--- config.mk ---
export PLATFORM = sky130hd
export DESIGN_NAME = clock_enables
export DESIGN_NICKNAME = d
export VERILOG_FILES = /design/src/source/vic_media_pkg.sv /design/src/source/clock_enables.sv
export SDC_FILE = /design/constraint.sdc
export NUM_CORES = 1
export LEC_CHECK = 0
export ABC_AREA = 1
export BUFFER_PORTS_ARGS = -buffer_cell sky130_fd_sc_hd__buf_2
export CAP_MARGIN = 0
export CELL_PAD_IN_SITES_DETAIL_PLACEMENT = 0
export CELL_PAD_IN_SITES_GLOBAL_PLACEMENT = 1
export CORE_AREA = 2 2 96 98
export DETAILED_ROUTE_END_ITERATION = 12
export DIE_AREA = 0 0 98 100
export PLACE_DENSITY = 0.83
export SLEW_MARGIN = 30
export SYNTH_ARGS = -nofsm -noshare
export SYNTH_HDL_FRONTEND = slang
export SYNTH_SLANG_ARGS = --single-unit
--- constraint.sdc ---
create_clock -name clk_sys -period 2.75 [get_ports clk_sys]
set_input_delay 0.275 -clock clk_sys [delete_from_list [all_inputs] [get_ports clk_sys]]
set_output_delay 0.275 -clock clk_sys [all_outputs]
set_load 0.005 [all_outputs]
--- src/source/vic_media_pkg.sv ---
//////////////////////////////////////////////////////////////////////
// VIC media package
// Download bus, configuration write and memory choice types shared
// by the loader, tape and clocking blocks
//////////////////////////////////////////////////////////////////////

`default_nettype none

package vic_media_pkg;

	//////////////////////////////////////////////////////////////////////
	// Bus structures

	// Host download bus, one byte per wr strobe
	typedef struct packed {
		logic        active;
		logic [7:0]  index;
		logic        wr;
		logic [24:0] addr;
		logic [7:0]  data;
	} dl_bus_t;

	// Single write toward the machine configuration bus
	typedef struct packed {
		logic [15:0] addr;
		logic [7:0]  data;
		logic        wr;
	} conf_wr_t;

	// User memory choices
	typedef struct packed {
		logic       ram1;
		logic [1:0] ram2_sel;
		logic       ram3;
		logic       cart_writable;
	} ext_cfg_t;

	// Bit 0 is $0400, bits 1..3 are $2000/$4000/$6000, bit 4 is $A000
	typedef logic [4:0] blk_mask_t;

	//////////////////////////////////////////////////////////////////////
	// Download file kinds

	localparam logic [7:0] IDX_PRG  = 8'd1;
	localparam logic [7:0] IDX_CART = 8'd2;
	localparam logic [7:0] IDX_TAPE = 8'd5;

	// First address that is no longer written
	localparam logic [15:0] PRG_LIMIT  = 16'hA000;
	localparam logic [15:0] CART_LIMIT = 16'hC000;

	// BASIC end pointers in write order, low byte at even positions
	localparam logic [0:7][15:0] END_PTR_ADDR = {
		16'h002d, 16'h002e, 16'h002f, 16'h0030,
		16'h0031, 16'h0032, 16'h00ae, 16'h00af
	};

	//////////////////////////////////////////////////////////////////////
	// Clock rates in Hz

	localparam logic [31:0] SYS_HZ_PAL  = 32'd35468944;
	localparam logic [31:0] SYS_HZ_NTSC = 32'd32727260;
	localparam logic [31:0] DRIVE_HZ    = 32'd32000000;

endpackage

`default_nettype wire

--- src/source/clock_enables.sv ---
//////////////////////////////////////////////////////////////////////
// Clock enables
// CPU divide-by-N enable and fractional drive enable for PAL or NTSC
//////////////////////////////////////////////////////////////////////

`timescale 1ns/100ps
`default_nettype none

module clock_enables #(
	parameter int CPU_DIV = 4
) (
	input  wire  clk_sys,
	input  wire  reset,
	input  wire  pal_i,
	output logic cpu_ce_o,
	output logic drive_ce_o
);
	import vic_media_pkg::*;

	localparam int DIV_W = $clog2(CPU_DIV);

	logic [DIV_W-1:0] div_cnt;
	logic [31:0]      acc;
	logic [31:0]      acc_sum;
	logic [31:0]      modulus;

	assign acc_sum = acc + DRIVE_HZ;

	// System rate for the current video standard
	always_ff @(posedge clk_sys) begin
		modulus <= pal_i ? SYS_HZ_PAL : SYS_HZ_NTSC;
	end

	always_ff @(posedge clk_sys) begin
		if (reset) begin
			div_cnt    <= '0;
			acc        <= '0;
			cpu_ce_o   <= 1'b0;
			drive_ce_o <= 1'b0;
		end else begin
			div_cnt  <= (div_cnt == DIV_W'(CPU_DIV - 1)) ? '0 : div_cnt + 1'b1;
			cpu_ce_o <= (div_cnt == DIV_W'(CPU_DIV - 1));

			// Drive rate out of the system rate by accumulation
			if (acc_sum >= modulus) begin
				acc        <= acc_sum - modulus;
				drive_ce_o <= 1'b1;
			end else begin
				acc        <= acc_sum;
				drive_ce_o <= 1'b0;
			end
		end
	end

endmodule

`default_nettype wire

== After elaboration in Yosys (flattened, before gate mapping) ==
Index checks and enable logic that the tools add are counted.

* Add/subtract/negate cells: 3
* Multiply operators: 0
* Div/mod/pow operators: 0
* $lt $le $gt $ge: 1
* Equal/unequal tests: 1
* Shifts and indexed selects: 0
* Multiplexer cells: 3
* Bitwise gates (word level): 0
* Reduce and logical (&&, ||, !) cells: 1

{| class="wikitable"
|+ Operators with widths
! operator !! number
|-
| adder 32 x 25 -> 32 bit (second input constant) || 1
|-
| greater-or-equal comparator 32 x 26 -> 1 bit || 1
|-
| two-way mux 32 bit || 1
|-
| subtractor 32 x 26 -> 32 bit || 1
|-
| two-way mux 26 bit || 1
|-
| adder 2 x 1 -> 2 bit (second input constant) || 1
|-
| equality test 2 bit (second input constant) || 1
|-
| OR reduction 2 bit || 1
|-
| two-way mux 1 bit || 1
|}

* Register bits: 62
* Bits in latches: 0
* Bits in writable memories: 0
* ROM bits: 0
* Logic and storage cells: 14
* Memories kept: 0

== Longest topological paths before layout ==
* Depth in word-level cells: 3
* Depth in mapped cells: 22
* Mapped depth without buffers: 21

== Worst setup path after synthesis ==
Ideal clock, no wire load.

* Path type: register -> register
* Start point: register acc[12]
* End point: register acc[22]
* Arrival: 2741 ps
* Path slack: -102 ps
* Cell stages (with the launch flop): 23
* Buffers on the path: 1
* Cell sequence: dfxtp_1 ha_1 nand2_2 nand2_2 nand2_4 nor2_4 nand2_2 nand3_1 xor2_1 inv_1 ha_1 nand2_1 nor2_1 nand4_1 nor2_1 nand2_1 nor2_4 nor2_8 nand2_4 inv_4 buf_8 nor2_2 nor2_2

* Word-level cells in the longest chain between the ends: 3
* Elaborated cells on any way between the ends: 4
* Classes of those cells: add/sub (2); order compare (1); mux (1)

{| class="wikitable"
|+ RTL lines
! element !! line !! RTL
|-
| from (decl) || clock_enables.sv:23 || <nowiki>logic [31:0] acc;</nowiki>
|-
| from (signal assigned) || clock_enables.sv:46 || <nowiki>acc <= acc_sum - modulus;</nowiki>
|-
| from (signal assigned) || clock_enables.sv:49 || <nowiki>acc <= acc_sum;</nowiki>
|-
| adder 32 x 25 -> 32 bit * || clock_enables.sv:27 || <nowiki>assign acc_sum = acc + DRIVE_HZ;</nowiki>
|-
| subtractor 32 x 26 -> 32 bit or greater-or-equal comparator 32 x 26 -> 1 bit (tied branches) || clock_enables.sv:46, clock_enables.sv:45 ||
|-
| two-way mux 32 bit * || clock_enables.sv:45 || <nowiki>if (acc_sum >= modulus) begin</nowiki>
|}

Every way passes the cells marked *; elsewhere a longest branch is shown, timed or not.
A chain may end at the register's enable or synchronous reset.

== Worst setup path in the final report ==
* Start point: register acc[19]
* End point: register acc[16]

* Word-level cells in the longest chain between the ends: 3

{| class="wikitable"
|+ RTL lines
! element !! line
|-
| adder 32 x 25 -> 32 bit || clock_enables.sv:27
|-
| greater-or-equal comparator 32 x 26 -> 1 bit || clock_enables.sv:45
|-
| two-way mux 32 bit || clock_enables.sv:45
|}

Every way passes these cells.

==> run metrics <==
Crit-path slowest cell=nor3_1; synth-to-layout area growth=30.18%; pwr dens=1411 nW/µm²; Ys Warns=0; # diodes=0; Clock Sinks=36; post-synth top area share=20.45%; Crit. End Element=register; cts hold-fix bufs=0; Mapped Area=3523 µm²; Fin Clk Skew=0.005886 ns; Mapped Cells=588; Syn Nets=609; WS Path Type=register to register; Max Slew Vio Count=0; first-pass GRT wire length=16440 µm; Multi-input gate area=between 2000 and 3000 µm²; Avg Inst Size Synth=5.992 µm²; Total Nets Final=665; min-delay worst type=primary input to register; Final period util=101.7%; most common cell after layout, fill and taps aside=nand2_1; Post-synth top flop=dfxtp_1; Internal=between 3 and 4 mW; Die Y=100 µm; initial antenna violation count=0; CTS root buffer=clkbuf_8; vias in the first global route=3557; clock share of power=roughly 6.2%; Synth async-reset ratio=0%; Startpoint Class=register; Reg area=between 700 and 800 µm²; sequential fraction of the synthesis area=between 20% and 30%; DR iter-0 viols=148; Die W=98 µm; DR vias/cell=4.836; pin count of the biggest net entering global routing=24; Max-cap violations=0; failing checks=negative setup slack; DIE AREA=between 9000 and 10000 µm²; pre-CTS setup slack=-0.1612 ns; clock slew at reported path FFs=0.08 ns; Worst-Margin Slew=0.6354 ns; Tmin final=2.798 ns; Reg2Reg Depth=16; Routed Antenna Nets=0; reg2reg setup slack=-0.05 ns; number of buffers created by CTS=5; Post-synth EDFFs=0; share of cells above drive strength 1=slightly above 30%; first-pass detailed-route iteration total=4; status=complete, but fails checks; Setup Viol. Count Final=1; Hold WS=~0.086 ns; worst path cell trace=buf_4 > nor3_1 > nand2_4 > nand3_4 > xor2_4 > inv_2 > ha_4 > buf_4 > a21oi_2 > inv_2 > a21oi_4 > nand2_2 > nand2_4 > buf_12 > nand3_1 > a21oi_4; H-tree Lvls=2; Final Hold Vio Count=0; Initial Util=39.63%; Max Buffers Root-to-Sink=2; Power Total=6.473 mW; RR Endpoint=acc[16]$_SDFF_PP0_; data arrival time of the worst path=between 3 and 4 ns; Routed WL=9773 µm; Max Clk Rate=0.3575 GHz; CP max FO=17; fin util=slightly above 50%; routed len/inst=12.93 µm; R2R Path Start=acc[19]$_SDFF_PP0_; Critical Path RT=2.97 ns; hpwl dp=about 7500 µm; Worst-Skew Late Latency=0.30 ns; Endpoint, Worst Hold=modulus[19]$_DFF_P_; DRC viols=0; Sw Share=51.57%; Hold Path Depth=1; GRT overflow=0; area leader, netlist=dfxtp_1; Pleak=2.329 nW; peak supply drop=about 0.67 mV; HP Start=pal_i; RePlAce Congestion=0.8430; total I/O pin count=5; commonest non-fill, non-tap cells in the layout=nand2_1, inv_1, nand3_1; Reg power frac=around 14%; FF+latch count, synth=36; Psw=approximately 3.3 mW; RSZ-0062 raised after global routing=true; CTS tree=done; setup TNS=-0.04753 ns; GRT Total Usage=20.71%; post-synth cell types=41; normalized max-slew margin=57.60%; top cells by area, synth=dfxtp_1, nand2_1, nand3_1; Port Buffers=4; Logic pwr share=79.3%; FILL cells=roughly 900; Largest stage delay, worst path=0.35 ns; Core Area=about 9000 µm²; Site Rows=35; routed vias=3656; setup ws final=-0.04753 ns
==> worst max-delay path by stage <==
stage                  startpoint            endpoint  slack (ns)  depth (start not counted)
2_1_floorplan  acc[11]$_SDFF_PP0_  acc[22]$_SDFF_PP0_       0.002                         20
3_3_place_gp   acc[13]$_SDFF_PP0_  acc[30]$_SDFF_PP0_       -0.04                         18
3_5_place_dp   acc[11]$_SDFF_PP0_  acc[16]$_SDFF_PP0_       -0.16                         21
4_1_cts        acc[11]$_SDFF_PP0_  acc[16]$_SDFF_PP0_       -0.04                         21
5_1_grt        acc[12]$_SDFF_PP0_  acc[30]$_SDFF_PP0_       -0.17                         21
6_report       acc[19]$_SDFF_PP0_  acc[16]$_SDFF_PP0_       -0.05                         16
==> cell families after synthesis <==
group                      count (synthesis)  share of synthesized area (%)
DFF                                       36                          20.45
and+or+nand+nor                          375                          48.90
xor gates and xnor gates                  26                          6.463
adders and majority gates                 18                          6.605
AOI/OAI and AO/OA                         38                          6.463
buffers and inverters                     95                          11.11
==> critical path, delay by kind of cell, from the launching register on <==
kind | cells | cell delay, ns
fa+ha+maj | 1 | 0.25
compound gates | 3 | 0.48
xor+xnor | 1 | 0.18
simple gates | 6 | 0.89
flops | 1 | 0.33
buf+inv | 5 | 0.58
==> layout make-up <==
type / count / share of cell area (%)
Timing Repair Buffer: 61 / 10.83
Sequential cell: 36 / 16.09
Clock inverter: 3 / 0.4910
Clock buffer: 5 / 1.500
Inverter: 83 / 6.983
Multi-Input combinational cell: 457 / 61.07
Tap cell: 111 / 3.028
==> layer usage <==
metal	up-vias	track usage, %	routed length [µm]
li1	1941	-	-
met1	1641	26.75	4448
met2	59	36.20	4799
met3	15	2.507	340
met4	0	6.410	184
met5	-	0	0
==> power groups by stage <==
stage               clock network, mW  logic (mW)  registers, mW
finish                          0.404        5.13          0.939
global placement                    0        4.24          0.900
floorplan                           0        3.08          0.862
detailed placement                  0        4.29          0.909
global route                    0.436        5.74          0.965
CTS                             0.416        4.60          0.910
==> registers in the layout, indices dropped and copies added, names as in the netlist <==
name,count
div_cnt,2
acc,30
cpu_ce_o,1
modulus,2
drive_ce_o,1
==> synth_stat cells, types with 2 or more instances <==
| cell | count |
|---|---|
| xnor2_1 | 4 |
| buf_2 | 5 |
| nand2_1 | 177 |
| clkbuf_1 | 3 |
| inv_1 | 77 |
| a21o_1 | 2 |
| ha_1 | 17 |
| nand2_4 | 5 |
| buf_4 | 2 |
| nor2_4 | 4 |
| nor2_1 | 71 |
| nand3_1 | 64 |
| inv_2 | 5 |
| nand2_2 | 10 |
| nor3_1 | 7 |
| nor2_2 | 22 |
| nand3b_1 | 6 |
| o21ai_0 | 5 |
| dfxtp_1 | 36 |
| xor2_1 | 22 |
| nand4_1 | 2 |
| a21oi_1 | 22 |
| nand3_2 | 2 |
==> stage by stage <==
stage / cells / area [µm²]
after floorplan: 588 / 3552
after global placement: 742 / 4054
after detailed placement: 742 / 4054
after CTS: 755 / 4303
after global routing: 756 / 4587
final: 756 / 4587
==> timing repair <==
action,in CTS,in global routing
setup endpoints to repair,31,31
endpoints found under the hold margin,0,0
cloned,0,0
buffers inserted,5,1
resized for setup,30,65
pin swaps,16,35
Power figures use the tool's default switching activity.
