<file path="src/source/vic_media_pkg.sv">
//////////////////////////////////////////////////////////////////////
// VIC media package
// Download bus, configuration write and memory choice types shared
// by the loader, tape and clocking blocks
//////////////////////////////////////////////////////////////////////

`default_nettype none

package vic_media_pkg;

	//////////////////////////////////////////////////////////////////////
	// Bus structures

	// Host download bus, one byte per wr strobe
	typedef struct packed {
		logic        active;
		logic [7:0]  index;
		logic        wr;
		logic [24:0] addr;
		logic [7:0]  data;
	} dl_bus_t;

	// Single write toward the machine configuration bus
	typedef struct packed {
		logic [15:0] addr;
		logic [7:0]  data;
		logic        wr;
	} conf_wr_t;

	// User memory choices
	typedef struct packed {
		logic       ram1;
		logic [1:0] ram2_sel;
		logic       ram3;
		logic       cart_writable;
	} ext_cfg_t;

	// Bit 0 is $0400, bits 1..3 are $2000/$4000/$6000, bit 4 is $A000
	typedef logic [4:0] blk_mask_t;

	//////////////////////////////////////////////////////////////////////
	// Download file kinds

	localparam logic [7:0] IDX_PRG  = 8'd1;
	localparam logic [7:0] IDX_CART = 8'd2;
	localparam logic [7:0] IDX_TAPE = 8'd5;

	// First address that is no longer written
	localparam logic [15:0] PRG_LIMIT  = 16'hA000;
	localparam logic [15:0] CART_LIMIT = 16'hC000;

	// BASIC end pointers in write order, low byte at even positions
	localparam logic [0:7][15:0] END_PTR_ADDR = {
		16'h002d, 16'h002e, 16'h002f, 16'h0030,
		16'h0031, 16'h0032, 16'h00ae, 16'h00af
	};

	//////////////////////////////////////////////////////////////////////
	// Clock rates in Hz

	localparam logic [31:0] SYS_HZ_PAL  = 32'd35468944;
	localparam logic [31:0] SYS_HZ_NTSC = 32'd32727260;
	localparam logic [31:0] DRIVE_HZ    = 32'd32000000;

endpackage

`default_nettype wire

</file>
<file path="src/source/prg_loader.sv">
//////////////////////////////////////////////////////////////////////
// Program and cartridge loader
// Turns host downloads into configuration bus writes, writes the BASIC
// end pointers and decodes the expansion memory map
//////////////////////////////////////////////////////////////////////

`timescale 1ns/100ps
`default_nettype none

module prg_loader (
	input  wire                       clk_sys,
	input  wire                       reset,
	input  wire vic_media_pkg::dl_bus_t  dl_i,
	input  wire vic_media_pkg::ext_cfg_t ext_cfg_i,
	output vic_media_pkg::conf_wr_t   conf_wr_o,
	output vic_media_pkg::blk_mask_t  ram_ext_o,
	output vic_media_pkg::blk_mask_t  ram_ext_ro_o
);
	import vic_media_pkg::*;

	logic        active_q;
	logic [3:0]  ptr_state;
	logic [15:0] load_addr;
	logic [15:0] load_limit;
	blk_mask_t   cart_blk;
	blk_mask_t   blk_hit;
	logic [2:0]  ram2_blk;
	logic        is_prg;
	logic        is_cart;
	logic        prg_end;

	assign is_prg  = dl_i.active && (dl_i.index == IDX_PRG);
	assign is_cart = dl_i.active && (dl_i.index == IDX_CART);

	// Falling download edge while the program index is still presented
	assign prg_end = active_q && !dl_i.active && (dl_i.index == IDX_PRG);

	assign load_limit = is_prg ? PRG_LIMIT : CART_LIMIT;

	// 8 KB block hit by the current load address
	always_comb begin
		blk_hit = '0;
		case (load_addr[15:13])
			3'b000: blk_hit[0] = 1'b1;
			3'b001: blk_hit[1] = 1'b1;
			3'b010: blk_hit[2] = 1'b1;
			3'b011: blk_hit[3] = 1'b1;
			3'b101: blk_hit[4] = 1'b1;
			default: blk_hit = '0;
		endcase
	end

	// RAM 2 choice covers one, two or three blocks from $2000
	always_comb begin
		case (ext_cfg_i.ram2_sel)
			2'd0: ram2_blk = 3'b000;
			2'd1: ram2_blk = 3'b001;
			2'd2: ram2_blk = 3'b011;
			default: ram2_blk = 3'b111;
		endcase
	end

	//////////////////////////////////////////////////////////////////////
	// Download to configuration writes

	always_ff @(posedge clk_sys) begin
		if (reset) begin
			active_q     <= 1'b0;
			ptr_state    <= 4'd0;
			cart_blk     <= '0;
			conf_wr_o.wr <= 1'b0;
			ram_ext_o    <= '0;
			ram_ext_ro_o <= '0;
		end else begin
			active_q     <= dl_i.active;
			conf_wr_o.wr <= 1'b0;

			// Two header bytes give the load address, low byte first
			if ((is_prg || is_cart) && dl_i.wr) begin
				if (dl_i.addr == 25'd0) begin
					load_addr[7:0] <= dl_i.data;
				end else if (dl_i.addr == 25'd1) begin
					load_addr[15:8] <= dl_i.data;
				end else if (load_addr < load_limit) begin
					conf_wr_o.addr <= load_addr;
					conf_wr_o.data <= dl_i.data;
					conf_wr_o.wr   <= 1'b1;
					load_addr      <= load_addr + 16'd1;
					if (is_cart) begin
						cart_blk <= cart_blk | blk_hit;
					end
				end
			end

			// Pointer sequence runs over 16 states, writing on odd ones
			if (prg_end) begin
				ptr_state <= 4'd1;
			end else if (is_prg) begin
				ptr_state <= 4'd0;
			end else if (ptr_state != 4'd0) begin
				ptr_state <= ptr_state + 4'd1;
			end

			if (ptr_state[0]) begin
				conf_wr_o.addr <= END_PTR_ADDR[ptr_state[3:1]];
				conf_wr_o.data <= ptr_state[1] ? load_addr[15:8] : load_addr[7:0];
				conf_wr_o.wr   <= 1'b1;
			end

			// Memory map follows the mask one cycle late
			ram_ext_o    <= {ext_cfg_i.ram3, ram2_blk, ext_cfg_i.ram1} | cart_blk;
			ram_ext_ro_o <= ext_cfg_i.cart_writable ? '0 : cart_blk;
		end
	end

endmodule

`default_nettype wire

</file>
<file path="config.mk">
export PLATFORM = sky130hd
export DESIGN_NAME = prg_loader
export DESIGN_NICKNAME = d
export VERILOG_FILES = /design/src/source/vic_media_pkg.sv /design/src/source/prg_loader.sv
export SDC_FILE = /design/constraint.sdc
export NUM_CORES = 1
export LEC_CHECK = 0
export BUFFER_PORTS_ARGS = -buffer_cell sky130_fd_sc_hd__buf_2
export CAP_MARGIN = 40
export CORE_MARGIN = 1
export CORE_UTILIZATION = 45
export DETAILED_ROUTE_END_ITERATION = 7
export HOLD_SLACK_MARGIN = 0.06
export PLACE_DENSITY = 0.7
export SLEW_MARGIN = 40
export SYNTH_ARGS = -nofsm -noshare
export SYNTH_HDL_FRONTEND = slang
export SYNTH_SLANG_ARGS = --single-unit
</file>
<file path="constraint.sdc">
create_clock -name clk_sys -period 7.9 [get_ports clk_sys]
set_input_delay 0.79 -clock clk_sys [delete_from_list [all_inputs] [get_ports clk_sys]]
set_output_delay 0.79 -clock clk_sys [all_outputs]
set_load 0.05 [all_outputs]
</file>
== Word level (Yosys, flattened, before mapping) ==
Memory sizes are Yosys's and may differ from the RTL's.
Cells that the tools add are included.

* Register bits: 61
* Bits in read-only memories: 128
* Input port bits: 50
* Memories: 1

{| class="wikitable"
|+ Memory list
! memory !! depth !! width !! read ports !! clocked after Yosys merged registers in !! wr ports !! RTL line !! source
|-
| (no name shown) || 8 || 16 || 1 || 0 || 0 || prg_loader.sv:105 || <nowiki>conf_wr_o.addr <= END_PTR_ADDR[ptr_state[3:1]];</nowiki>
|}

* Add/subtract/negate cells: 2
* Magnitude comparators: 2
* Equality and inequality tests: 12
* Muxes and demuxes: 22
* Bitwise operators: 6
* Reductions and logical operators: 22

{| class="wikitable"
|+ Operator list
! operator !! count
|-
| $mux 25 || 5
|-
| $mux 16 || 3
|-
| $mux 8 || 4
|-
| $eq 25x1->1 const B || 1
|-
| $logic_not 25->1 || 1
|-
| $add 16x1->16 const B || 1
|-
| $lt 16x16->1 || 1
|-
| $mux 15 || 1
|-
| $or 5x5->5 || 2
|-
| $reduce_and 5->1 || 2
|-
| $pmux 3 s3 || 1
|-
| $eq 8x1->1 const B || 1
|-
| $eq 8x2->1 const B || 1
|-
| $mux 1 || 8
|-
| $reduce_and 4->1 || 2
|-
| $reduce_bool 2->1 || 4
|-
| $eq 3x2->1 const B || 2
|-
| $ne 2x2->1 const B || 3
|-
| $logic_and 1x1->1 || 5
|-
| $add 4x1->4 const B || 1
|-
| $ge 4x4->1 const B || 1
|-
| $not 3->4 || 1
|-
| $reduce_bool 4->1 || 1
|-
| $eq 3x1->1 const B || 1
|-
| 11 further kinds || 13
|}

== Depth between registers and ports, before layout ==
* Word-level depth: 9
* Depth in mapped cells: 7
* Gate-level depth less buffers: 6

== Least setup slack after synthesis ==
Ideal clock, no wire load.

* Kind: input -> register
* From: input dl_i[37] in the netlist's numbering
* To: register conf_wr_o[10] in the netlist's numbering, enable pin
* Library setup time: 408 ps
* Arrival: 3058 ps
* Setup slack: 4434 ps
* Cell stages on the path: 5
* Cell sequence: or4_4 > nor3_2 > o21ai_2 > buf_4 > o31ai_2

* Longest elaborated chain between the ends: 6

{| class="wikitable"
|+ Ends and longest elaborated chain
! item !! RTL line !! source
|-
| start: declaration || prg_loader.sv:13 || <nowiki>input wire vic_media_pkg::dl_bus_t dl_i,</nowiki>
|-
| $eq 8x1->1 or $eq 8x2->1 (tied branches) || prg_loader.sv:32, prg_loader.sv:33 ||
|-
| $logic_and 1x1->1, on equally long branches || prg_loader.sv:32, prg_loader.sv:33 ||
|-
| $mux 15 or $logic_or 1x1->1 (tied branches) || prg_loader.sv:38, prg_loader.sv:79 ||
|-
| $lt 16x16->1 or $logic_and 1x1->1 (tied branches) || prg_loader.sv:84, prg_loader.sv:79 ||
|-
| $reduce_bool 2->1 (no line) || -- ||
|-
| $reduce_and 5->1 (no line) * || -- ||
|-
| end: declaration || prg_loader.sv:15 || <nowiki>output vic_media_pkg::conf_wr_t conf_wr_o,</nowiki>
|}

Every way passes the cells marked *; elsewhere a longest branch is shown, timed or not.
A chain may end at the register's enable or synchronous reset.

== Final worst setup path ==
* From: input dl_i[37] in the netlist's numbering
* To: register conf_wr_o[18] in the netlist's numbering, enable pin

Same word-level chain as after synthesis.

==> summary.txt <==
status - completed
CTS Buf Count - 9
mapped cell area - 3250 um2
FF+latch count, synth - 61
Worst Max-Slew Pin Slew - 0.711 ns
Area Growth Syn to Fin - 21.8%
Iteration-0 DRC Markers - 175
CP Cell Sequence - buf_2 -> or4_4 -> nor3_2 -> o21ai_2 -> buf_4 -> o31ai_4 -> buf_4
GRT overflow - 0
Post-synth EDFFs - 40
Worst setup EP type - register
post-route ant nets - 0
VDD IR max - 0.0717 mV
antenna violations before repair - 0
Fin. Hold Viols - 0
drt wl/cell - 14.7 um
Reg clk slew, reported paths - 0.07 ns
final worst path period share - 36.9%
Worst setup SP type - input port
vias post-DR - 2543
top cell type's share of synthesized area - 36.9%
critical path's top delay family - simple AND/OR/NAND/NOR gates
Crit path arrival time - 2.95 ns
TritonCTS clock tree - yes
largest net degree at the start of global routing - 32
Max Fclk - 0.343 GHz
crit-path most repeated cell - buf_4
RSZ-0062 raised after global routing - false
Synth Area per Inst - 11.1 um2
setup_tns - 0 ns
Die Span Y - 87.0 um
# rows - 30
area leader, netlist - edfxtp_1
clock tree buffer depth - 2
max-slew violation count - 0
Syn Inst Count - 293
worst hold path type - reg -> reg
Pre-antenna DRT Iters - 4
share of cells above drive strength 1 - 36.1%
count of buffer and inverter cells on the critical path - 3
Final Non-Filler Cells - 473
minimum hold slack - 0.469 ns
unique cell type count in the Yosys netlist - 46
port bufs - 84
die footprint - 7570 um2
post-DP HPWL - 5.02 mm
Leak Pwr - 1.49 nW
Top Ports - 85
Synth top cells by count - edfxtp_1, inv_1, nand2_1
syn nets - 349
# H-tree levels - 3
CTS resizes - 0
CTS sink count - 61
vias in the first global route - 2359
ranking of synthesized cells by area - edfxtp_1, dfxtp_1, mux2i_1
Synth Flop Type - edfxtp_1
slew margin rel. - 52.5%
Crit Path Category - in -> reg
fin crit period - 2.92 ns
Final Skew - 0.00751 ns
post-route cell area - 3960 um2
number of remaining DRC errors - 0
CP max stage cell - o31ai_4
Ys Warns - 0
CORE AREA - 6910 um2
MaxCap Viol Count - 0
Placed Instance Area - 3760 um2
nets - 428
postcts setup bufs - 0
Clk Latency, worst-skew pair - 0.34 ns
PD cells - 204 nW/um2
most numerous cell in the Yosys netlist - edfxtp_1
asr flop ratio synth - 0%
Req. time, crit path - 7.93 ns
Die X - 87.0 um
root buffer cell - clkbuf_8
Crit Path Max Fanout - 26
vias per cell - 5.38
placer congestion estimate - 0.848
antenna diode count - 0
final WL - 6.96 mm
count of final setup violators - 0
max incr delay on CP - 0.59 ns
GRT Util Overall - 19.9%
Seq/Total Area, Yosys - 49.8%
first-pass GRT wire length - 11.4 mm
Final Util - 57.4%
# hold bufs at CTS - 0
placed insts - 457
Initial Util - 47.1%
[cells in the final DEF, fill, tap and decap left out, types with 7 or more instances in the layout]
| master | netlist | routed |
|---|---|---|
| o41ai_2 | 7 | 7 |
| nand2_1 | 22 | 22 |
| edfxtp_1 | 40 | 40 |
| inv_1 | 25 | 25 |
| mux2i_1 | 16 | 16 |
| o41ai_1 | 7 | 7 |
| nor4b_2 | 7 | 7 |
| o21ai_0 | 8 | 8 |
| dfxtp_1 | 21 | 21 |
| clkbuf_8 | 0 | 12 |
| nor2_1 | 13 | 13 |
| buf_2 | 5 | 84 |
| nor3_1 | 11 | 11 |
| nor4_1 | 12 | 12 |
| xnor2_1 | 18 | 18 |
[layout make-up]
type | count | area (um2)
clock buffers | 14 | 194
clock inverters | 2 | 11.3
fillers | 628 | 2940
inverters | 25 | 93.8
multi-input cells | 185 | 1460
flip-flops and latches | 61 | 1620
well taps | 96 | 120
repair buffers | 90 | 465
[where the power goes]
| group | internal, mW | switching (mW) | total [mW] |
|---|---|---|---|
| Clock | 0.159 | 0.118 | 0.276 |
| Combinational | 0.0468 | 0.114 | 0.161 |
| Sequential | 0.362 | 0.00831 | 0.370 |
[registers in the layout (all words and copies together) (netlist names)]
| name | count |
|---|---|
| ptr_state | 4 |
| load_addr | 16 |
| active_q | 1 |
| ram_ext_o | 5 |
| conf_wr_o | 25 |
| cart_blk | 5 |
| ram_ext_ro_o | 5 |
[kinds of logic (layout without fill, tap and decap cells)]
logic type / count (synthesis) / in the layout / synth area share, %
flip-flops: 61 / 61 / 49.8
AO/OA/AOI/OAI: 44 / 44 / 12.0
multiplexers: 19 / 19 / 5.96
adder cells (fa/ha/maj): 6 / 6 / 2.31
AND/OR/NAND/NOR: 98 / 98 / 19.0
buffers and inverters: 47 / 131 / 5.96
XOR/XNOR: 18 / 18 / 4.85
[worst paths after layout]
path	from	to	slack [ns]	cells after the start
max	dl_i[37]	conf_wr_o[18]	4.98	7
min	cart_blk[2]	ram_ext_ro_o[2]	0.47	2
max reg2reg	load_addr[13]	conf_wr_o[18]	5.44	5
min reg2reg	cart_blk[2]	ram_ext_ro_o[2]	0.47	2
[per-layer routing]
layer  part of all wire, %  routed length, um  up-vias  GRT usage, %
met4                   1.9                135        0          9.70
met2                    47               3280       84          30.6
met1                    46               3230     1209          26.7
met5                     0                  0        -             0
met3                   4.5                316       10          4.17
li1                      -                  -     1240             -
[tightest hold or removal path: cells and delay by family, from the launching register on]
family,cells,cell delay [ns]
buffers and inverters,1,0.07
and+or+nand+nor,1,0.05
DFF,1,0.32
[stage by stage]
step	total power [mW]	setup WS [ns]
final	0.808	4.98
after detailed placement	0.538	4.61
after floorplan	0.495	4.43
after CTS	0.815	4.97
after global placement	0.534	4.54
after global routing	0.842	4.84
Power figures use the tool's default switching activity.
