==> src/source/tape_activity_led.sv <==
//////////////////////////////////////////////////////////////////////
// Tape activity LED
// Slow fading indicator for a loaded tape, lit through any download
//////////////////////////////////////////////////////////////////////

`timescale 1ns/100ps
`default_nettype none

module tape_activity_led (
	input  wire  clk_sys,
	input  wire  reset,
	input  wire  downloading_i,
	input  wire  tape_loaded_i,
	input  wire  tape_play_i,
	input  wire  motor_i,
	output logic led_o
);

	logic [26:0] act_cnt;
	logic        fade_out;
	logic        tape_ind;

	// Sweeps faster while the tape plays
	always_ff @(posedge clk_sys) begin
		if (reset) begin
			act_cnt <= '0;
		end else begin
			act_cnt <= act_cnt + (tape_play_i ? 27'd8 : 27'd1);
		end
	end

	// Duty cycle from slow bits against fast bits
	assign fade_out = !(tape_play_i && motor_i) && (act_cnt[25:18] > act_cnt[7:0]);
	assign tape_ind = tape_loaded_i && (act_cnt[26] ? fade_out : (act_cnt[25:18] <= act_cnt[7:0]));

	assign led_o = downloading_i || tape_ind;

endmodule

`default_nettype wire

==> config.mk <==
export PLATFORM = sky130hd
export DESIGN_NAME = tape_activity_led
export DESIGN_NICKNAME = d
export VERILOG_FILES = /design/src/source/tape_activity_led.sv
export SDC_FILE = /design/constraint.sdc
export NUM_CORES = 1
export LEC_CHECK = 0
export BUFFER_PORTS_ARGS = -buffer_cell sky130_fd_sc_hd__buf_2
export CORE_ASPECT_RATIO = 0.75
export CORE_MARGIN = 1.5
export CORE_UTILIZATION = 54
export CTS_CLUSTER_SIZE = 20
export DETAILED_ROUTE_END_ITERATION = 16
export MAX_ROUTING_LAYER = met4
export PLACE_DENSITY = 0.67
export SYNTH_ARGS = -nofsm -noshare
export SYNTH_HDL_FRONTEND = slang
export SYNTH_SLANG_ARGS = --single-unit
==> constraint.sdc <==
create_clock -name clk_sys -period 5.2 [get_ports clk_sys]
set_input_delay 0.52 -clock clk_sys [delete_from_list [all_inputs] [get_ports clk_sys]]
set_output_delay 0.52 -clock clk_sys [all_outputs]
set_load 0.02 [all_outputs]
; ---- After elaboration in Yosys (flattened, before gate mapping)
; Index checks and enable logic that the tools add are counted.
[totals]
register_bits = 27
in_bits = 6
output_inout_bits = 1
[op_classes]
magnitude_cmp = 2
addsub = 1
mux = 2
n_reduce_logical = 5
[ops]
columns = cell, n
row1 = 27-bit by 4-bit adder with 27-bit output, 1
row2 = 8-bit > comparator, 1
row3 = 8-bit less-or-equal comparator, 1
row4 = 4-bit 2-to-1 mux, 1
row5 = 1-bit logical AND, 3
row6 = 1-bit zero test, 1
row7 = 1-bit logical OR, 1
row8 = 1-bit 2-to-1 mux, 1

; ---- Logic depth before layout (Yosys ltp)
; Gate-level depths: netlist of run 1.
[depth]
word_depth = 6
depth_mapped = 8

; ---- Least setup slack after synthesis of run 1
; OpenSTA, ideal clock, no wires.
[synth_path]
path_type = register to output
start = register act_cnt[1]
end = output port led_o
path_stages_with_launch = 7
slack_ns = 2.768
arrival_time_ns = 1.912
cell_sequence = dfxtp_1 inv_1 ha_1 nor2b_1 o211ai_1 a21oi_1 o311ai_0
[synth_between]
elab_chain_cells = 5
[synth_rtl]
columns = element, line_no
row1 = start: declaration, 19  ; logic [26:0] act_cnt;
row2 = start signal: assignment, 28  ; act_cnt <= act_cnt + (tape_play_i ? 27'd8 : 27'd1);
row3 = 8-bit > comparator, 33  ; assign fade_out = !(tape_play_i && motor_i) && (act_cnt[25:18] > act_cnt[7:0]);
row4 = 1-bit logical AND, 33
row5 = 1-bit 2-to-1 mux (*), 34  ; assign tape_ind = tape_loaded_i && (act_cnt[26] ? fade_out : (act_cnt[25:18] <= act_cnt[7:0]));
row6 = 1-bit logical AND (*), 34
row7 = 1-bit logical OR (*), 36  ; assign led_o = downloading_i || tape_ind;
row8 = end: declaration, 16  ; output logic led_o
; Every way passes the cells marked *; elsewhere a longest branch is shown, timed or not.

; ---- Worst setup path after layout of run 1
[layout_path]
start = register act_cnt[4]
end = output port led_o
; Same word-level chain as after synthesis.

==> impl_metrics.py, run 1 <==
metrics = {
    "worst_setup_path": {
        "regToRegEndpoint": "act_cnt[26]",
        "critPathLaunchType": "flop",
        "endpoint_kind": "primary output",
        "worst_r2r_path_depth": 7,
        "rr_startpoint": "act_cnt[0]",
        "worstPathArrival_ps": 2130,
        "worst-r2r-setup-slack_ps": 3280,
        "timing_worst_setup_path_type": "reg2out",
        "timing.critical_path.fanout_max": 9,
        "worstPathRequired_ps": 4680,
    },
    "synth": {
        "post_synth_and_or_nand_nor_area_fraction": 0.294,
        "synthesis.yosys.warnings": 0,
        "yosys.area.top_type": "dfxtp_1",
        "synth_top_family_by_area": "simple AND/OR/NAND/NOR gates",
        "number_of_distinct_standard_cells_referenced_by_the_synthesized_netlist": 36,
        "synth_compound_gate_area_share": 0.102,
        "synth.yosys.seq_area_share": 0.358,
        "syn-cell-area_mm2": 0.00151,
        "area_share_of_fa_ha_maj_cells_after_synthesis": 0.0912,
        "synth_top_cells_by_area": "dfxtp_1 36%, ha_1 9.1%, xnor2_1 7.0%",
        "netlist_instances": 171,
        "postSynthAreaPerCell_um2": 8.82,
        "flip_flop_and_latch_count_after_synthesis": 27,
        "synthMuxAreaShare": 0.0224,
        "netlist.area_leader.share": 0.358,
        "postSynthNetCount": 188,
        "synth_xor_area_frac": 0.0871,
    },
    "min_path": {
        "source_of_the_worst_hold_timing_path": "act_cnt[14]",
        "min_delay_path_depth": 2,
        "hold-path-endpoint": "act_cnt[14]",
        "hold_wc_path_type": "reg2reg",
    },
    "finish": {
        "mostFrequentLayoutCell": "dfxtp_1",
        "filler_cell_count": 239,
        "finalNetCount": 195,
        "reg.largest.list": "act_cnt: 27 flops",
        "antenna_cells": 0,
        "mostFrequentLayoutCells": "27 x dfxtp_1, 22 x nor2_1, 12 x inv_1, 12 x xnor2_1",
        "largest_reg_flops": 27,
        "registers.top_by_ff_count": "act_cnt",
        "instances_no_fill": 213,
        "layout-area-overhead-vs-synth_pct": 6.55,
        "multi_input_comb_area_um2": 901,
        "final_layout_size_suffix_gt1_frac": 0.136,
        "register_area_um2": 541,
    },
    "global_route": {
        "first_pass_grt_wire_length_um": 4950,
        "antenna_found_initial": 0,
        "groute.usage.overall": 0.207,
        "grt-ovfl-total": 0,
        "grt_max_degree": 33,
        "first_global_vias": 1115,
    },
    "floorplan": {
        "initial_core_util": 0.575,
        "die_w_um": 64.0,
        "core-area_mm2": 0.00262,
        "die_outline_area_mm2": 0.00312,
        "io_pins": 7,
        "floorplan.rows": 16,
        "die_h_um": 48.8,
    },
    "drt": {
        "route.detailed.drc": 0,
        "avgRoutedWirePerCell_um": 13.5,
        "pre_antenna_drt_iters": 4,
        "drc_violation_total_after_the_first_tritonroute_iteration": 69,
        "ant_nets": 0,
        "post_drt_via_cell_ratio": 5.45,
        "via_count": 1160,
        "wl_um": 2870,
    },
    "clocking": {
        "clk-insertion-delay-late_ps": 270,
        "clock-sinks": 27,
        "cts-root-buf": "clkbuf_8",
        "tritoncts_clock_tree": "built",
        "number_of_buffers_added_for_setup_after_cts": 0,
        "cts_repair_resize_count": 0,
        "clkTransAtPathRegs_ps": 90,
        "clockBufferDepth": 2,
        "cts_inserted_buffers": 3,
        "post_cts_hold_buffer_count": 0,
        "cts.htree.levels": 1,
    },
    "timing": {
        "worst_slew_pin_slew_ps": 553,
        "finalMaxSlewViolations": 0,
        "minimum_clock_period_after_layout_ps": 2650,
        "finalSetupViolations": 0,
        "final_hold_viol_count": 0,
        "slew_headroom": 0.631,
        "setup-tns-final_ps": 0,
        "maxClockFrequency_ghz": 0.377,
        "setup_repair_after_global_routing_missed_its_margin": "no",
        "fin_skew_ps": 1.85,
        "fin_crit_sh": 0.510,
    },
    "placement": {
        "hpwl_um": 2200,
        "io_buffer_count": 6,
        "gp_routability_congestion": 0.748,
        "placed_cells": 209,
    },
    "pwr": {
        "worst_ir_drop_vdd_uv": 123,
        "power_density_mw_per_mm2": 227,
        "power.static_leakage_nw": 0.645,
    },
    "run_status": {
        "run_status": "finished clean",
    },
    "run": {
        "cap_viol_max_count": 0,
    },
}
per-layer routing:
metal | wire [um] | global-route usage | part of all wire | vias to the layer above
met4 | 13 | 0.0217 | 0.0045 | 0
met2 | 1370 | 0.342 | 0.48 | 12
met5 | 0 | - | 0 | -
li1 | - | - | - | 602
met3 | 80 | 0.0624 | 0.028 | 2
met1 | 1410 | 0.259 | 0.49 | 544
cell type report:
class / count / area share
Multi-Input combinational cell: 128 / 0.560
Clock inverter: 1 / 0.00311
Inverter: 12 / 0.0280
Clock buffer: 3 / 0.0257
Timing Repair Buffer: 6 / 0.0187
Sequential cell: 27 / 0.336
Tap cell: 36 / 0.0280
kinds of logic (layout without fill, tap and decap cells):
kind of cell,Yosys count,count (layout)
AOI/OAI and AO/OA,25,25
xor gates and xnor gates,15,15
adders and majority gates,11,11
buffers and inverters,16,22
DFF,27,27
muxes,3,3
and+or+nand+nor,74,74
how the worst max path moves through the flow:
stage / start / to / slack (ps) / cells past startpoint
2_1_floorplan: act_cnt[1] / led_o / 2770 / 6
3_3_place_gp: act_cnt[4] / led_o / 2930 / 8
3_5_place_dp: act_cnt[4] / led_o / 2850 / 8
4_1_cts: act_cnt[4] / led_o / 2540 / 8
5_1_grt: act_cnt[4] / led_o / 2430 / 8
6_report: act_cnt[4] / led_o / 2550 / 8
Yosys cell counts, drive strengths merged:
cell type and n:
dfxtp 27, nor4 1, nand4 7, clkbuf 2, nand2b 4, or3 5
a31o 3, and2 3, inv 12, xor2 3, and3 2, nand2 8
a41o 1, o311ai 1, nor2 22, nand3 10, o211ai 1, nor2b 6
buf 2, xnor2 12, nor3 4, o21a 1, o2111ai 1, and4 2
mux2 3, a21oi 11, ha 11, o21ai 6
metrics by stage:
stage	area [um^2]	util	total power [mW]	hold slack, ps	worst slack [ps]
6_report	1610	0.613	0.365	522	2550
5_1_grt	1610	0.613	0.383	563	2430
2_1_floorplan	1510	-	0.242	472	2770
4_1_cts	1610	0.613	0.368	521	2540
3_5_place_dp	1560	0.595	0.250	505	2850
3_3_place_gp	1560	0.595	0.248	479	2930
power breakdown:
group	switching, mW	internal, mW
Combinational	0.0180	0.0131
Sequential	0.00437	0.210
Clock	0.0658	0.0538
Total	0.0882	0.277
worst max-delay path: stages (launching register included):
cell and delay (ps):
dfxtp_1 550, inv_1 100, ha_1 300, nand4_1 140, nand2b_1 170, a21oi_1 160, o2111ai_1 120, o311ai_0 110
buf_2 220
No activity file was read; power rests on OpenSTA's default activity.
==> run 2, diff against run 1 <==
--- a/config.mk
+++ b/config.mk
@@ -5,6 +5,7 @@
 export SDC_FILE = /design/constraint.sdc
 export NUM_CORES = 1
 export LEC_CHECK = 0
+export ABC_AREA = 1
 export BUFFER_PORTS_ARGS = -buffer_cell sky130_fd_sc_hd__buf_2
 export CORE_ASPECT_RATIO = 0.75
 export CORE_MARGIN = 1.5
==> constraint.sdc (replaced) <==
create_clock -name clk_sys -period 2.6 [get_ports clk_sys]
set_input_delay 0.26 -clock clk_sys [delete_from_list [all_inputs] [get_ports clk_sys]]
set_output_delay 0.26 -clock clk_sys [all_outputs]
set_load 0.02 [all_outputs]
==> run 2 against run 1 <==
Die area up 13%; sequential share of layout area down 4.0 points; power up 100%; first-iteration DRC count up 140%; sequential power up 99%; sequential cell count unchanged; critical endpoint unchanged.
==> impl_metrics.py, run 2 <==
metrics = {
    "clocking": {
        "clkTransAtPathRegs_ps": 90,
        "post_cts_hold_buffer_count": 0,
        "clock-sinks": 27,
        "number_of_buffers_added_for_setup_after_cts": 0,
        "cts_inserted_buffers": 3,
        "tritoncts_clock_tree": "built",
        "clk-insertion-delay-late_ps": 270,
        "cts_repair_resize_count": 0,
        "clockBufferDepth": 2,
        "cts-root-buf": "clkbuf_8",
        "cts.htree.levels": 1,
    },
    "worst_setup_path": {
        "endpoint_kind": "primary output",
        "worstPathArrival_ps": 1970,
        "timing_worst_setup_path_type": "reg2out",
        "critPathLaunchType": "flop",
        "worst_r2r_path_depth": 9,
        "worstPathRequired_ps": 2340,
        "timing.critical_path.fanout_max": 4,
    },
    "timing": {
        "fin_crit_sh": 0.857,
        "minimum_clock_period_after_layout_ps": 2230,
        "finalSetupViolations": 0,
        "finalMaxSlewViolations": 0,
        "maxClockFrequency_ghz": 0.449,
        "setup_repair_after_global_routing_missed_its_margin": "no",
        "worst_slew_pin_slew_ps": 444,
        "fin_skew_ps": 2.74,
        "final_hold_viol_count": 0,
        "slew_headroom": 0.704,
        "setup-tns-final_ps": 0,
    },
    "synth": {
        "postSynthAreaPerCell_um2": 6.73,
        "synth.yosys.seq_area_share": 0.315,
        "postSynth.topFlopCell": "dfxtp_1",
        "number_of_enable_flip_flop_cells_after_synthesis": 0,
        "synth_cell_count_leaders": "55 x nand2_1, 43 x inv_1, 27 x dfxtp_1, 26 x nor2_1, 18 x a21oi_1",
        "yosys.area.top_type": "dfxtp_1",
        "flip_flop_and_latch_count_after_synthesis": 27,
        "synthArstFlopShare": 0,
        "postSynthNetCount": 272,
        "netlist_instances": 255,
        "synthesis.yosys.warnings": 0,
        "synth_top_cells_by_area": "dfxtp_1 31%, nand2_1 12%, inv_1 9.4%",
        "netlist.area_leader.share": 0.315,
        "number_of_distinct_standard_cells_referenced_by_the_synthesized_netlist": 29,
        "syn-cell-area_mm2": 0.00172,
        "yosys.cell_count.top_type": "nand2_1",
    },
    "pwr": {
        "power_density_mw_per_mm2": 407,
        "worst_ir_drop_vdd_uv": 374,
        "power.static_leakage_nw": 0.759,
    },
    "finish": {
        "reg.largest.list": "act_cnt: 27 flops",
        "stdcell_area_mm2": 0.00183,
        "registers.top_by_ff_count": "act_cnt",
        "mostFrequentLayoutCells": "55 x nand2_1, 43 x inv_1, 27 x dfxtp_1",
        "final_core_util": 0.614,
        "mostFrequentLayoutCell": "nand2_1",
        "largest_reg_flops": 27,
        "final_layout_size_suffix_gt1_frac": 0.103,
        "antenna_cells": 0,
        "instances_no_fill": 300,
        "layout-area-overhead-vs-synth_pct": 6.49,
        "finalNetCount": 280,
    },
    "drt": {
        "drc_violation_total_after_the_first_tritonroute_iteration": 163,
        "post_drt_via_cell_ratio": 5.08,
        "wl_um": 3750,
        "via_count": 1523,
        "ant_nets": 0,
        "route.detailed.drc": 0,
        "avgRoutedWirePerCell_um": 12.5,
        "pre_antenna_drt_iters": 4,
    },
    "min_path": {
        "hold_wc_path_type": "in2reg",
        "min_delay_path_depth": 2,
    },
    "placement": {
        "gp_routability_congestion": 0.914,
        "placed_area_mm2": 0.00178,
        "io_buffer_count": 6,
        "placed_cells": 296,
        "hpwl_um": 2960,
    },
    "global_route": {
        "first_global_vias": 1288,
        "grt-ovfl-total": 0,
        "first_pass_grt_wire_length_um": 6250,
        "antenna_found_initial": 0,
        "grt_max_degree": 17,
        "groute.usage.overall": 0.248,
    },
    "run_status": {
        "run_status": "finished clean",
    },
    "floorplan": {
        "core-area_mm2": 0.00298,
        "die_w_um": 68.1,
        "die_h_um": 51.8,
        "initial_core_util": 0.576,
        "io_pins": 7,
        "die_outline_area_mm2": 0.00353,
        "floorplan.rows": 17,
    },
    "run": {
        "cap_viol_max_count": 0,
    },
}
==> run 2: cell families (layout without fill, tap and decap cells) <==
kind of cell    count (synthesis)  after routing  share of synthesized area
flops                          27             27                      0.315
simple gates                  131            131                      0.364
compound gates                 35             35                      0.124
buf+inv                        49             56                      0.107
xor+xnor                        2              2                     0.0102
fa+ha+maj                      11             11                     0.0802
==> run 2: final cells by class <==
class / instances / area, um^2
Inverter: 46 / 173
Tap cell: 38 / 47.5
Timing Repair Buffer: 6 / 30.0
Clock buffer: 4 / 45.0
Sequential cell: 27 / 541
Fill cell: 277 / 1150
Multi-Input combinational cell: 179 / 992
==> run 2: critical path, cell delays in order, from the launching register on <==
cell,delay (ps)
dfxtp_1,390
inv_1,80
ha_1,300
nand2_1,70
nor2_1,210
nand4_1,180
nand3_1,130
nand2_1,50
inv_1,40
nand2_1,40
nand2_1,40
buf_2,150
==> run 2: worst paths after layout <==
kind / start / to / slack (ps)
setup / recovery: act_cnt[7] / led_o / 370
hold / removal: reset / act_cnt[0] / 370
setup reg to reg: act_cnt[0] / act_cnt[22] / 870
hold reg to reg: act_cnt[26] / act_cnt[26] / 480
==> run 2: power by group <==
part / internal [mW] / switching [mW]
Clock: 0.110 / 0.133
Combinational: 0.0274 / 0.0475
Sequential: 0.420 / 0.00631
Total: 0.557 / 0.187
==> run 2: stage by stage <==
stage	worst slack [ps]	power, mW	hold slack (ps)
after floorplan	988	0.491	434
after global placement	698	0.511	457
after detailed placement	707	0.510	470
after CTS	380	0.751	370
after global routing	254	0.772	387
final	372	0.744	373
==> run 2: metal layers <==
metal  track usage  part of all wire
met1         0.403              0.55
met3        0.0455             0.071
met5             -                 0
met2         0.307              0.37
met4        0.0500            0.0077
